`config.mk`:
```
export PLATFORM = sky130hd
export DESIGN_NAME = inst_decoder
export DESIGN_NICKNAME = d
export VERILOG_FILES = /design/src/logic/core_ctrl_pkg.sv /design/src/logic/rv_isa_pkg.sv /design/src/logic/inst_decoder.sv
export VERILOG_INCLUDE_DIRS = /design/src /design/src/include
export SDC_FILE = /design/constraint.sdc
export NUM_CORES = 1
export LEC_CHECK = 0
export BUFFER_PORTS_ARGS = -buffer_cell sky130_fd_sc_hd__buf_4
export CORE_ASPECT_RATIO = 0.75
export CORE_UTILIZATION = 37
export DETAILED_ROUTE_END_ITERATION = 8
export PLACE_DENSITY = 0.9
export SLEW_MARGIN = 30
export SYNTH_ARGS = -nofsm -noshare
export SYNTH_HDL_FRONTEND = slang
export SYNTH_SLANG_ARGS = --single-unit
```
`constraint.sdc`:
```
create_clock -name vclk -period 2.9
set_input_delay 0.58 -clock vclk [all_inputs]
set_output_delay 0.58 -clock vclk [all_outputs]
set_load 0.05 [all_outputs]
```
`src/include/core_defs.svh`:
```
// widths are fixed for rv64i; modules are not meant to be rebuilt with other values
`ifndef CORE_DEFS_SVH
`define CORE_DEFS_SVH

// data and address width
`define XLEN 64

// instruction word width
`define ILEN 32

// register index width and number of architectural registers
`define REG_IDX_W 5
`define NUM_REGS 32

// data memory depth in doublewords, must be a power of two
`define DMEM_DEPTH 256

`endif

```
`src/logic/core_ctrl_pkg.sv`:
```
// core-internal control types; halt is left only through reset
`default_nettype none

package core_ctrl_pkg;

  // run state of the single-cycle core
  typedef enum logic {
    RUN  = 1'b0,
    HALT = 1'b1
  } run_state_e;

  // source of the register write-back value
  typedef enum logic [1:0] {
    WB_ALU  = 2'd0,
    WB_LOAD = 2'd1,
    // pc + 4 for jal and jalr
    WB_LINK = 2'd2
  } wb_src_e;

endpackage

`default_nettype wire

```
`src/logic/rv_isa_pkg.sv`:
```
// encodings for the supported rv64i subset only; other opcodes are not listed
`default_nettype none

package rv_isa_pkg;

  // major opcode field, inst[6:0]
  typedef enum logic [6:0] {
    // register-immediate arithmetic
    OP_IMM = 7'b0010011,
    // register-register arithmetic
    OP     = 7'b0110011,
    AUIPC  = 7'b0010111,
    JAL    = 7'b1101111,
    JALR   = 7'b1100111,
    LOAD   = 7'b0000011,
    STORE  = 7'b0100011,
    // ebreak lives here
    SYSTEM = 7'b1110011
  } opcode_e;

  // alu function
  typedef enum logic [1:0] {
    // also used for addresses and auipc
    ALU_ADD = 2'd0,
    ALU_SUB = 2'd1,
    // signed less-than, result is 0 or 1
    ALU_SLT = 2'd2
  } alu_op_e;

endpackage

`default_nettype wire

```
`src/logic/inst_decoder.sv`:
```
// decodes addi slti add sub auipc jal jalr ld sd ebreak; the zero word is a nop, all else flagged
`include "core_defs.svh"
`default_nettype none

module inst_decoder (
  input  wire logic [`ILEN-1:0]      inst,
  output logic [`REG_IDX_W-1:0]      rd,
  output logic [`REG_IDX_W-1:0]      rs1,
  output logic [`REG_IDX_W-1:0]      rs2,
  output logic [`XLEN-1:0]           imm,
  output logic                       need_imm,
  output rv_isa_pkg::alu_op_e        alu_op,
  output core_ctrl_pkg::wb_src_e     wb_src,
  output logic                       is_auipc,
  output logic                       is_jal,
  output logic                       is_jalr,
  output logic                       is_ebreak,
  output logic                       reg_wen,
  output logic                       mem_wen,
  output logic [7:0]                 wmask,
  output logic                       inst_not_ipl
);

  rv_isa_pkg::opcode_e opcode;
  logic [2:0]  funct3;
  logic [6:0]  funct7;
  logic [11:0] funct12;
  logic        nop;
  logic        addi, slti, add, sub, ld, sd;

  // instruction fields
  assign opcode  = rv_isa_pkg::opcode_e'(inst[6:0]);
  assign funct3  = inst[14:12];
  assign funct7  = inst[31:25];
  assign funct12 = inst[31:20];
  assign rd      = inst[11:7];
  assign rs1     = inst[19:15];
  assign rs2     = inst[24:20];

  // all-zero word retires as a no-op
  assign nop = (inst == '0);

  // one-hot instruction matches
  assign addi      = (opcode == rv_isa_pkg::OP_IMM) && (funct3 == 3'b000);
  assign slti      = (opcode == rv_isa_pkg::OP_IMM) && (funct3 == 3'b010);
  assign add       = (opcode == rv_isa_pkg::OP) && (funct3 == 3'b000) && (funct7 == 7'b0000000);
  assign sub       = (opcode == rv_isa_pkg::OP) && (funct3 == 3'b000) && (funct7 == 7'b0100000);
  assign is_auipc  = (opcode == rv_isa_pkg::AUIPC);
  assign is_jal    = (opcode == rv_isa_pkg::JAL);
  assign is_jalr   = (opcode == rv_isa_pkg::JALR) && (funct3 == 3'b000);
  assign ld        = (opcode == rv_isa_pkg::LOAD) && (funct3 == 3'b011);
  assign sd        = (opcode == rv_isa_pkg::STORE) && (funct3 == 3'b011);
  assign is_ebreak = (opcode == rv_isa_pkg::SYSTEM) && (funct3 == 3'b000) &&
                     (funct12 == 12'h001);

  // immediate by format, sign bit is always inst[31]
  always_comb begin
    if (is_auipc) begin
      imm = {{(`XLEN-32){inst[31]}}, inst[31:12], 12'b0};
    end else if (is_jal) begin
      imm = {{(`XLEN-21){inst[31]}}, inst[31], inst[19:12], inst[20], inst[30:21], 1'b0};
    end else if (sd) begin
      imm = {{(`XLEN-12){inst[31]}}, inst[31:25], inst[11:7]};
    end else begin
      // i-type, harmless for r-type since need_imm is low
      imm = {{(`XLEN-12){inst[31]}}, inst[31:20]};
    end
  end

  // operand b comes from the immediate
  assign need_imm = addi | slti | is_auipc | is_jalr | ld | sd;

  always_comb begin
    if (sub) begin
      alu_op = rv_isa_pkg::ALU_SUB;
    end else if (slti) begin
      alu_op = rv_isa_pkg::ALU_SLT;
    end else begin
      alu_op = rv_isa_pkg::ALU_ADD;
    end
  end

  always_comb begin
    if (ld) begin
      wb_src = core_ctrl_pkg::WB_LOAD;
    end else if (is_jal || is_jalr) begin
      wb_src = core_ctrl_pkg::WB_LINK;
    end else begin
      wb_src = core_ctrl_pkg::WB_ALU;
    end
  end

  // only instructions that really write rd
  assign reg_wen = addi | slti | add | sub | is_auipc | is_jal | is_jalr | ld;
  assign mem_wen = sd;
  // full doubleword store
  assign wmask   = sd ? 8'hff : 8'h00;

  assign inst_not_ipl = ~(addi | slti | add | sub | is_auipc | is_jal | is_jalr |
                          ld | sd | is_ebreak | nop);

endmodule

`default_nettype wire

```
======== Yosys cells after proc, flatten, opt, wreduce, memory -nomap -nowiden ========
Index checks and enable logic that the tools add are counted.
storage, ports and cells
  register bits ........................... 0
cells by class
  reductions and logical operators ........ 14
  muxes and demuxes ....................... 8
  bitwise operators ....................... 15
  equality and inequality tests ........... 12
operators by type and width
  cell                                                                    number
  32-bit zero test                                                        1
  31-bit two-way mux                                                      1
  7-bit by 6-bit equality test with 1-bit output, second input constant   3
  7-bit equality test, second input constant                              3
  20-bit two-way mux                                                      1
  7-bit by 5-bit equality test with 1-bit output, second input constant   2
  1-bit bitwise OR                                                        14
  12-bit by 1-bit equality test with 1-bit output, second input constant  1
  1-bit logical AND                                                       10
  2-bit two-way mux                                                       4
  8-bit two-way mux                                                       1
  7-bit by 2-bit equality test with 1-bit output, second input constant   1
  7-bit zero test                                                         1
  3-bit by 2-bit equality test with 1-bit output, second input constant   2
  5-bit two-way mux                                                       1
  3-bit zero test                                                         1
  1-bit logical OR                                                        1
  1-bit NOT                                                               1

======== Logic depth before layout (Yosys ltp) ========
Gate-level depths: netlist of the first run.
  word-level depth ........................ 13
  gate-level depth with buffers ........... 5

======== Worst setup path before layout of the first run ========
No wires, ideal clock.
  kind .................................... input-to-output
  start ................................... input inst[14]
  end ..................................... output inst_not_ipl
  stages .................................. 4
  path buffers ............................ 0
  data required time ...................... 2.320 ns
  slack ................................... -1.217 ns
  arrival time ............................ 3.537 ns
  cells stage by stage .................... nand4bb_1 > nor4_4 > o21bai_1 > a2111oi_0
between the ends
  elaborated cells on any way between the ends .. 25
  classes of those cells .................. eq/ne (2); bitwise (11); reduce/logical (12)
RTL lines
  element                                         RTL line             text
  start: declaration                              inst_decoder.sv:6    input wire logic [`ILEN-1:0] inst,
  3-bit by 2-bit equality test with 1-bit output  inst_decoder.sv:52   assign sd = (opcode == rv_isa_pkg::STORE) && (funct3 == 3'b011);
  1-bit logical AND                               inst_decoder.sv:52
  net mem_wen                                     inst_decoder.sv:19   output logic mem_wen,
  1-bit bitwise OR (3 in a row)                   inst_decoder.sv:100  ld | sd | is_ebreak | nop);
  1-bit NOT                                       inst_decoder.sv:99   assign inst_not_ipl = ~(addi | slti | add | sub | is_auipc | is_jal | is_jalr |
  end: declaration                                inst_decoder.sv:21   output logic inst_not_ipl
The timed path passes the listed nets, and every way through them passes these cells.

======== Final worst setup path of the first run ========
  start ................................... input inst[12]
  end ..................................... output alu_op[0]
between the ends
  word-level cells in the longest chain between the ends .. 4
ends and longest elaborated chain
  element                         RTL line            text
  3-bit zero test                 inst_decoder.sv:47  assign sub = (opcode == rv_isa_pkg::OP) && (funct3 == 3'b000) && (funct7 == 7'b0100000);
  1-bit logical AND (2 in a row)  inst_decoder.sv:47
  2-bit two-way mux               inst_decoder.sv:74  if (sub) begin
  end: declaration                inst_decoder.sv:12  output rv_isa_pkg::alu_op_e alu_op,
No other way between the ends.

==> results of run 1 <==
## metrics by stage
step / setup TNS (ns) / setup slack [ns] / util (%)
floorplan: -0.904 / -0.382 / -
global placement: 0 / 0.260 / 64.1
detailed placement: 0 / 0.192 / 64.1
CTS: 0 / 0.186 / 64.1
global route: 0 / 0.0296 / 64.1
finish: 0 / 0.179 / 64.1
## cells in the mapped netlist, drive strengths merged
library cell | instances | area, µm²
buf | 62 | 458
a21o | 21 | 158
nor2 | 10 | 37.5
nor4 | 8 | 77.6
nor3 | 7 | 51.3
nor2b | 6 | 37.5
mux2i | 5 | 50.1
inv | 4 | 15.0
nand2 | 3 | 11.3
nand2b | 3 | 18.8
nand3 | 3 | 15.0
or3 | 3 | 18.8
o21a | 2 | 15.0
or2 | 2 | 12.5
a2111oi | 1 | 8.76
and2 | 1 | 6.26
and3 | 1 | 6.26
nand3b | 1 | 20.0
nand4 | 1 | 6.26
nand4bb | 1 | 11.3
o21ai | 1 | 5.00
o21bai | 1 | 7.51
o32ai | 1 | 8.76
or3b | 1 | 8.76
or4 | 1 | 11.3
## path summary, 6_finish.rpt
kind	start	cells past startpoint	slack (ns)	to
setup / recovery	inst[12]	6	0.18	alu_op[0]
hold / removal	inst[15]	2	1.43	rs1[0]
## kinds of logic (layout without fill, tap and decap cells)
kind of cell | count (synthesis) | in the layout
simple gates | 52 | 52
buf+inv | 66 | 138
mux | 5 | 5
compound gates | 27 | 27
## routing by layer
metal  global-route usage, %  up-vias
met5                       0        -
met1                    27.7      551
met2                    34.2       70
met4                   0.741        0
li1                        -      610
met3                    1.42        0
## power by group
group | internal, mW | switching [mW]
clock network | 0 | 0
logic | 0.127 | 0.295
registers | 0 | 0
## placed cells by master (no fill, tap or decap), types with 2 or more instances in the layout
master / instances
mux2i_1: 5
nor2_1: 6
nor2_4: 4
buf_4: 134
nor4_2: 2
a21o_1: 21
nand2_1: 3
or3_1: 3
nor4_4: 2
or2_2: 2
nor3_1: 5
nand3_1: 3
nor4_1: 4
nand2b_1: 3
o21a_1: 2
inv_1: 4
nor2b_1: 6
## final cells by class
cell class                 count  area [µm²]  area share, %
inverter                       4        15.0          0.873
tap                           36        45.0           2.62
timing repair buffer         134        1010           58.5
multi-input combinational     84         654           38.0
==> reports/summary.txt, run 1 <==
Post-Synth XOR/XNOR Area: 0%
HP Class: in -> out
setup bufs post-CTS: 0
power density over cell area: 245 nW/µm²
WL met2: 1630 µm
initial core utilization: 40.1%
fin crit period: 2.72 ns
Synth Area in Simple Gates: 32.6%
DRC viols: 0
Leak: 0.986 nW
aggregate global routing overflow: 0
Iter 0 DRT Violations: 57
wire per inst: 13.0 µm
Max Cap Violations: 0
global-route wire length before repair: 5150 µm
Core ar.: 2680 µm²
highest metal layer with signal wires: met3
met1 WL: 1440 µm
sequential area share after synthesis: 0%
achievable frequency: 0.368 GHz
ANT nets after route: 0
worst-path maximum fanout: 6
DP HPWL: 2880 µm
peak supply drop: 0.229 mV
Cell Chain, Critical Path: buf_4 > nor3_1 > nand3_1 > nor4_1 > and2_1 > buf_4
fin cells: 258
FF/Latch Area: 0 µm²
Overall Global Routing Usage: 19.7%
Die W: 64.3 µm
n_diodes: 0
Final #Nets: 256
post-placement cell count: 258
Final Hold Viols: 0
CP delay by family, top: simple AND/OR/NAND/NOR gates
Final Cycle Share: 93.8%
outcome: finished, final reports clean
Yosys warning count: 0
CP Class: in -> out
cell area after layout: 1720 µm²
Adder-Cell Fraction of Synth Area: 0%
Mean Syn Cell Area: 7.17 µm²
Seq cells: 0
Pre-antenna DRT Iters: 4
Worst setup EP type: output port
Critical-path top delay cell: nor4_1
die span in y: 48.7 µm
most used cell, CP: buf_4
Slew Limit Fails: 0
GPL Wtd Cong: 0.792
CTS Hold Bufs: 0
pin count of the biggest net entering global routing: 35
placed instance area: 1720 µm²
fraction of synthesized area in multiplexers: 4.65%
layout cell share with drive strength beyond 1: 67.1%
area delta synth->final: 59.9%
Hold WS: 1.43 ns
# fillers: 266
final WL: 3360 µm
Total Power: 0.422 mW
initial antenna violation count: 0
Cell Rows: 16
port bufs: 131
crit path DAT: 2.14 ns
post_cts resized: 0
final setup fails: 0
CP max stage delay: 0.42 ns
Vias/cell: 4.77
number of global-route vias before repair: 1038
CP startpoint kind: input pin
largest family of logic cells by synthesized area: buffers and inverters
Cell variety after synth: 30
Relative slew margins: 53.7%
via count: 1231
CP Buf/Inv Count: 2
post-synthesis cell area: 1080 µm²
metal3 WL: 292 µm
WP data required: 2.32 ns
Synth Area in Compound Gates: 18.8%
Die Area: 3130 µm²
I/O Pins: 131
RSZ-0062 raised after global routing: false
number of clock buffers in the layout: 0
Slew @ Worst Pin: 0.692 ns
syn nets: 182
synthesized instance count: 150
(Power assumes the default switching activity.)
==> run 2: changes to the inputs <==
--- a/config.mk
+++ b/config.mk
@@ -10,7 +10,7 @@
 export CORE_ASPECT_RATIO = 0.75
 export CORE_UTILIZATION = 37
 export DETAILED_ROUTE_END_ITERATION = 8
-export PLACE_DENSITY = 0.9
+export PLACE_DENSITY = 0.91
 export SLEW_MARGIN = 30
 export SYNTH_ARGS = -nofsm -noshare
 export SYNTH_HDL_FRONTEND = slang
==> run 2 against run 1 <==
  * Sequential cell count unchanged
  * Global-route usage up 0.15 points
  * Worst setup slack worse by 0.0029 ns
  * Sequential share of layout area unchanged
  * Final cell count unchanged
  * Clock-buffer cell count unchanged
  * Routed wire length up 3.5%
  * Hold slack better by 0.0013 ns
  * Critical path depth unchanged
  * Highest routed layer is now met4
==> reports/summary.txt, run 2 (synthesis gave the netlist of run 1 again) <==
outcome: finished, final reports clean
Slew Limit Fails: 0 (unchanged)
Die W: 64.3 µm (unchanged)
Int Pwr: 0.127 mW (about the same)
aggregate global routing overflow: 0 (unchanged)
RSZ-0062 raised after global routing: false
peak supply drop: 0.214 mV (-6.5%)
CTS Hold Bufs: 0 (unchanged)
power density over cell area: 246 nW/µm² (+0.18%)
crit path DAT: 2.14 ns (about the same)
clock share of power: 0% (unchanged)
commonest non-fill, non-tap cell in the layout: buf_4
hold depth: 2 (unchanged)
layout cell share with drive strength beyond 1: 67.1% (unchanged)
number of global-route vias before repair: 1076 (+3.7%)
Seq cells: 0 (unchanged)
Final Cycle Share: 93.9% (+0.10 points)
DP HPWL: 2970 µm (+3.0%)
die span in y: 48.7 µm (unchanged)
Sw Share: 69.9% (about the same)
Core ar.: 2680 µm² (unchanged)
setup bufs post-CTS: 0 (unchanged)
P_sw: 0.296 mW (+0.26%)
wire per inst: 13.5 µm (+3.5%)
DRC viols: 0 (unchanged)
achievable frequency: 0.367 GHz (-0.11%)
Vias/cell: 4.76 (-0.32%)
FF/Latch Area: 0 µm² (unchanged)
Cell Rows: 16 (unchanged)
CP max stage delay: 0.51 ns (+0.09 ns)
most used cell, CP: buf_4
metal3 WL: 313 µm (+7.2%)
Final #Nets: 256 (unchanged)
post-layout util: 64.1% (unchanged)
Iter 0 DRT Violations: 36 (-37%)
Overall Global Routing Usage: 19.8% (+0.15 points)
fin cells: 258 (unchanged)
port bufs: 131 (unchanged)
n_diodes: 0 (unchanged)
post_cts resized: 0 (unchanged)
Die Area: 3130 µm² (unchanged)
number of clock buffers in the layout: 0 (unchanged)
Leak: 0.986 nW (unchanged)
worst-path maximum fanout: 4 (-2)
final setup TNS: 0 ns (unchanged)
CP Class: in -> out
placed instance area: 1720 µm² (unchanged)
WP data required: 2.32 ns (about the same)
Critical-path top delay cell: nor4_1
final setup fails: 0 (unchanged)
Relative slew margins: 53.3% (-0.35 points)
highest metal layer with signal wires: met4
Hold WS: 1.44 ns (+0.00127 ns)
GPL Wtd Cong: 0.831 (+4.9%)
most frequent cells in the layout: buf_4 (134), a21o_1 (21), nor2_1 (6), nor2b_1 (6)
Max Cap Violations: 0 (unchanged)
WL met2: 1690 µm (+3.6%)
pin count of the biggest net entering global routing: 35 (unchanged)
HP Class: in -> out
post-placement cell count: 258 (unchanged)
Comb pwr share: 100.0% (about the same)
Flop pwr share: 0% (unchanged)
Cell Chain, Critical Path: buf_4 > nand3b_4 > or2_2 > nor4_1 > and2_1 > buf_4
Final Hold Viols: 0 (unchanged)
initial antenna violation count: 0 (unchanged)
via count: 1227 (-0.32%)
I/O Pins: 131 (unchanged)
cell area after layout: 1720 µm² (unchanged)
CP startpoint kind: input pin
Worst setup EP type: output port
ANT nets after route: 0 (unchanged)
Slew @ Worst Pin: 0.697 ns (+0.00522 ns)
fin crit period: 2.72 ns (+0.00290 ns)
initial core utilization: 40.1% (unchanged)
global-route wire length before repair: 5130 µm (-0.41%)
final WL: 3480 µm (+3.5%)
met1 WL: 1450 µm (+1.1%)
area delta synth->final: 59.9% (unchanged)
Pre-antenna DRT Iters: 4 (unchanged)
[run 2: cell counts in the layout (fill, tap and decap cells not counted)]
Identical to the previous run, type by type.
[run 2: worst max-delay path, delay by kind of cell]
kind,cells,cell delay (ns)
buffers and inverters,2,0.32
AND/OR/NAND/NOR,4,1.25
[run 2: final timing paths]
path / startpoint / to / slack, ns
setup / recovery: inst[3] / alu_op[0] / 0.18
hold / removal: inst[7] / rd[0] / 1.44
[run 2: routing by layer]
metal / GRT usage, % / vias up
li1: - / 605
met1: 26.2 / 554
met2: 34.9 / 66
met3: 3.30 / 2
met4: 1.48 / 0
met5: 0 / -
[run 2: metrics by stage]
stage	total power [mW]	setup WS [ns]
3_3_place_gp	0.421	0.241
5_1_grt	0.439	0.0563
2_1_floorplan	0.318	-0.382
3_5_place_dp	0.424	0.152
4_1_cts	0.425	0.148
6_report	0.423	0.176
[run 2: area by class of cell]
type               instances  area, µm²
inverters                  4       15.0
repair buffers           134       1010
well taps                 36       45.0
fillers                  250        962
multi-input cells         84        654
[run 2: power groups by stage]
stage / Combinational [mW] / Clock, mW / Sequential [mW]
3_3_place_gp: 0.421 / 0 / 0
5_1_grt: 0.439 / 0 / 0
4_1_cts: 0.425 / 0 / 0
6_report: 0.423 / 0 / 0
2_1_floorplan: 0.318 / 0 / 0
3_5_place_dp: 0.424 / 0 / 0
==> run 3: changes to the inputs <==
--- a/config.mk
+++ b/config.mk
@@ -7,7 +7,6 @@
 export NUM_CORES = 1
 export LEC_CHECK = 0
 export BUFFER_PORTS_ARGS = -buffer_cell sky130_fd_sc_hd__buf_4
-export CORE_ASPECT_RATIO = 0.75
 export CORE_UTILIZATION = 37
 export DETAILED_ROUTE_END_ITERATION = 8
 export PLACE_DENSITY = 0.91
==> run 3 against run 2 <==
  * Fmax rose by 2.8%
  * Critical path type unchanged
  * Critical path depth did not move
  * Power about the same
  * Combinational power about the same
  * First-iteration DRC count is 61% higher
  * Worst setup slack improved by 0.075 ns
  * Hold slack better by 0.0030 ns
  * Sequential share of layout area stayed put
  * Core utilization decreased by 1.4 points
  * Final cell count down 1.2%
  * Die area is essentially flat
  * Non-clock buffer count grew 2
==> reports/summary.txt, run 3 (synthesis gave the netlist of run 1 again) <==
HP Class: in -> out
setup bufs post-CTS: 0 (unchanged)
Die Area: 3130 µm² (about the same)
crit path from: inst[6]
wire per inst: 13.4 µm (-0.72%)
Critical-path top delay cell: or4_4
CP Buf/Inv Count: 2 (unchanged)
worst-path maximum fanout: 7 (+3)
die span in y: 55.9 µm (+15%)
Final Cycle Share: 91.3% (-2.6 points)
Crit. path cell count: 6 (unchanged)
Worst setup EP type: output port
Seq cells: 0 (unchanged)
ANT nets after route: 0 (unchanged)
number of global-route vias before repair: 1074 (-0.19%)
crit path DAT: 2.07 ns (-0.07 ns)
peak supply drop: 0.244 mV (+14%)
CTS Hold Bufs: 0 (unchanged)
Relative slew margins: 51.9% (-1.4 points)
via count: 1249 (+1.8%)
Cell Rows: 19 (+3)
Iter 0 DRT Violations: 58 (+61%)
final WL: 3410 µm (-1.9%)
Core ar.: 2760 µm² (+2.8%)
number of clock buffers in the layout: 0 (unchanged)
final setup fails: 0 (unchanged)
CP Class: in -> out
achievable frequency: 0.378 GHz (+2.8%)
area delta synth->final: 60.7%
I/O Pins: 131 (unchanged)
Hold WS: 1.44 ns (+0.00304 ns)
DP HPWL: 2880 µm (-3.0%)
layout cell share with drive strength beyond 1: 67.4% (+0.29 points)
post-layout util: 62.7% (-1.4 points)
Pre-antenna DRT Iters: 4 (unchanged)
Final #Nets: 258 (+0.78%)
port bufs: 131 (unchanged)
most frequent cells in the layout: buf_4 (136), a21o_1 (21), nor2_1 (6), nor2b_1 (6)
Die W: 55.9 µm (-13%)
Overall Global Routing Usage: 20.0% (+0.11 points)
CP max stage delay: 0.56 ns (+0.05 ns)
initial antenna violation count: 0 (unchanged)
FF/Latch Area: 0 µm² (unchanged)
# fillers: 276 (+10%)
final setup TNS: 0 ns (unchanged)
WP data required: 2.32 ns (about the same)
outcome: finished, final reports clean
global-route wire length before repair: 5330 µm (+4.0%)
DRC viols: 0 (unchanged)
CP startpoint kind: input pin
Cell Chain, Critical Path: buf_4 > or4_4 > nor4_2 > a21o_1 > or3_1 > buf_4
fin crit period: 2.65 ns (-0.0749 ns)
hold depth: 2 (unchanged)
Slew @ Worst Pin: 0.719 ns (+0.0212 ns)
n_diodes: 0 (unchanged)
Total Power: 0.423 mW (about the same)
Max Cap Violations: 0 (unchanged)
power density over cell area: 244 nW/µm² (-0.58%)
placed instance area: 1730 µm² (+0.51%)
post_cts resized: 0 (unchanged)
Vias/cell: 4.90 (+3.0%)
GPL Wtd Cong: 0.898 (+8.1%)
cell area after layout: 1730 µm² (+0.51%)
Slew Limit Fails: 0 (unchanged)
CP delay by family, top: simple AND/OR/NAND/NOR gates
commonest non-fill, non-tap cell in the layout: buf_4
most used cell, CP: buf_4
pin count of the biggest net entering global routing: 35 (unchanged)
Leak: 0.997 nW (+1.1%)
multi-input logic area: 654 µm² (unchanged)
aggregate global routing overflow: 0 (unchanged)
RSZ-0062 raised after global routing: false
min-delay src: inst[19]
initial core utilization: 39.0% (-1.1 points)
Final Hold Viols: 0 (unchanged)
## run 3: layer usage
| metal | global-route usage (%) | share of wire [%] | wire [µm] |
|---|---|---|---|
| met1 | 25.6 | 39 | 1340 |
| met2 | 37.7 | 52 | 1770 |
| met3 | 2.56 | 8.6 | 295 |
| met4 | 0 | 0 | 0 |
| met5 | 0 | 0 | 0 |
## run 3: layout make-up
| class | count | share of cell area [%] |
|---|---|---|
| Timing Repair Buffer | 136 | 59.0 |
| Multi-Input combinational cell | 84 | 37.8 |
| Tap cell | 31 | 2.24 |
| Inverter | 4 | 0.868 |
## run 3: final timing paths
path	endpoint
worst min-delay path	rs1[4]
worst max-delay path	reg_wen
## run 3: power breakdown
part,internal (mW),switching (mW)
clock network,0,0
logic,0.128,0.295
registers,0,0
total,0.128,0.295
## run 3: through the flow
step	instances	worst slack (ns)
final	255	0.251
after global routing	255	0.149
after CTS	255	0.247
after detailed placement	255	0.257
after floorplan	150	-0.382
after global placement	255	0.237
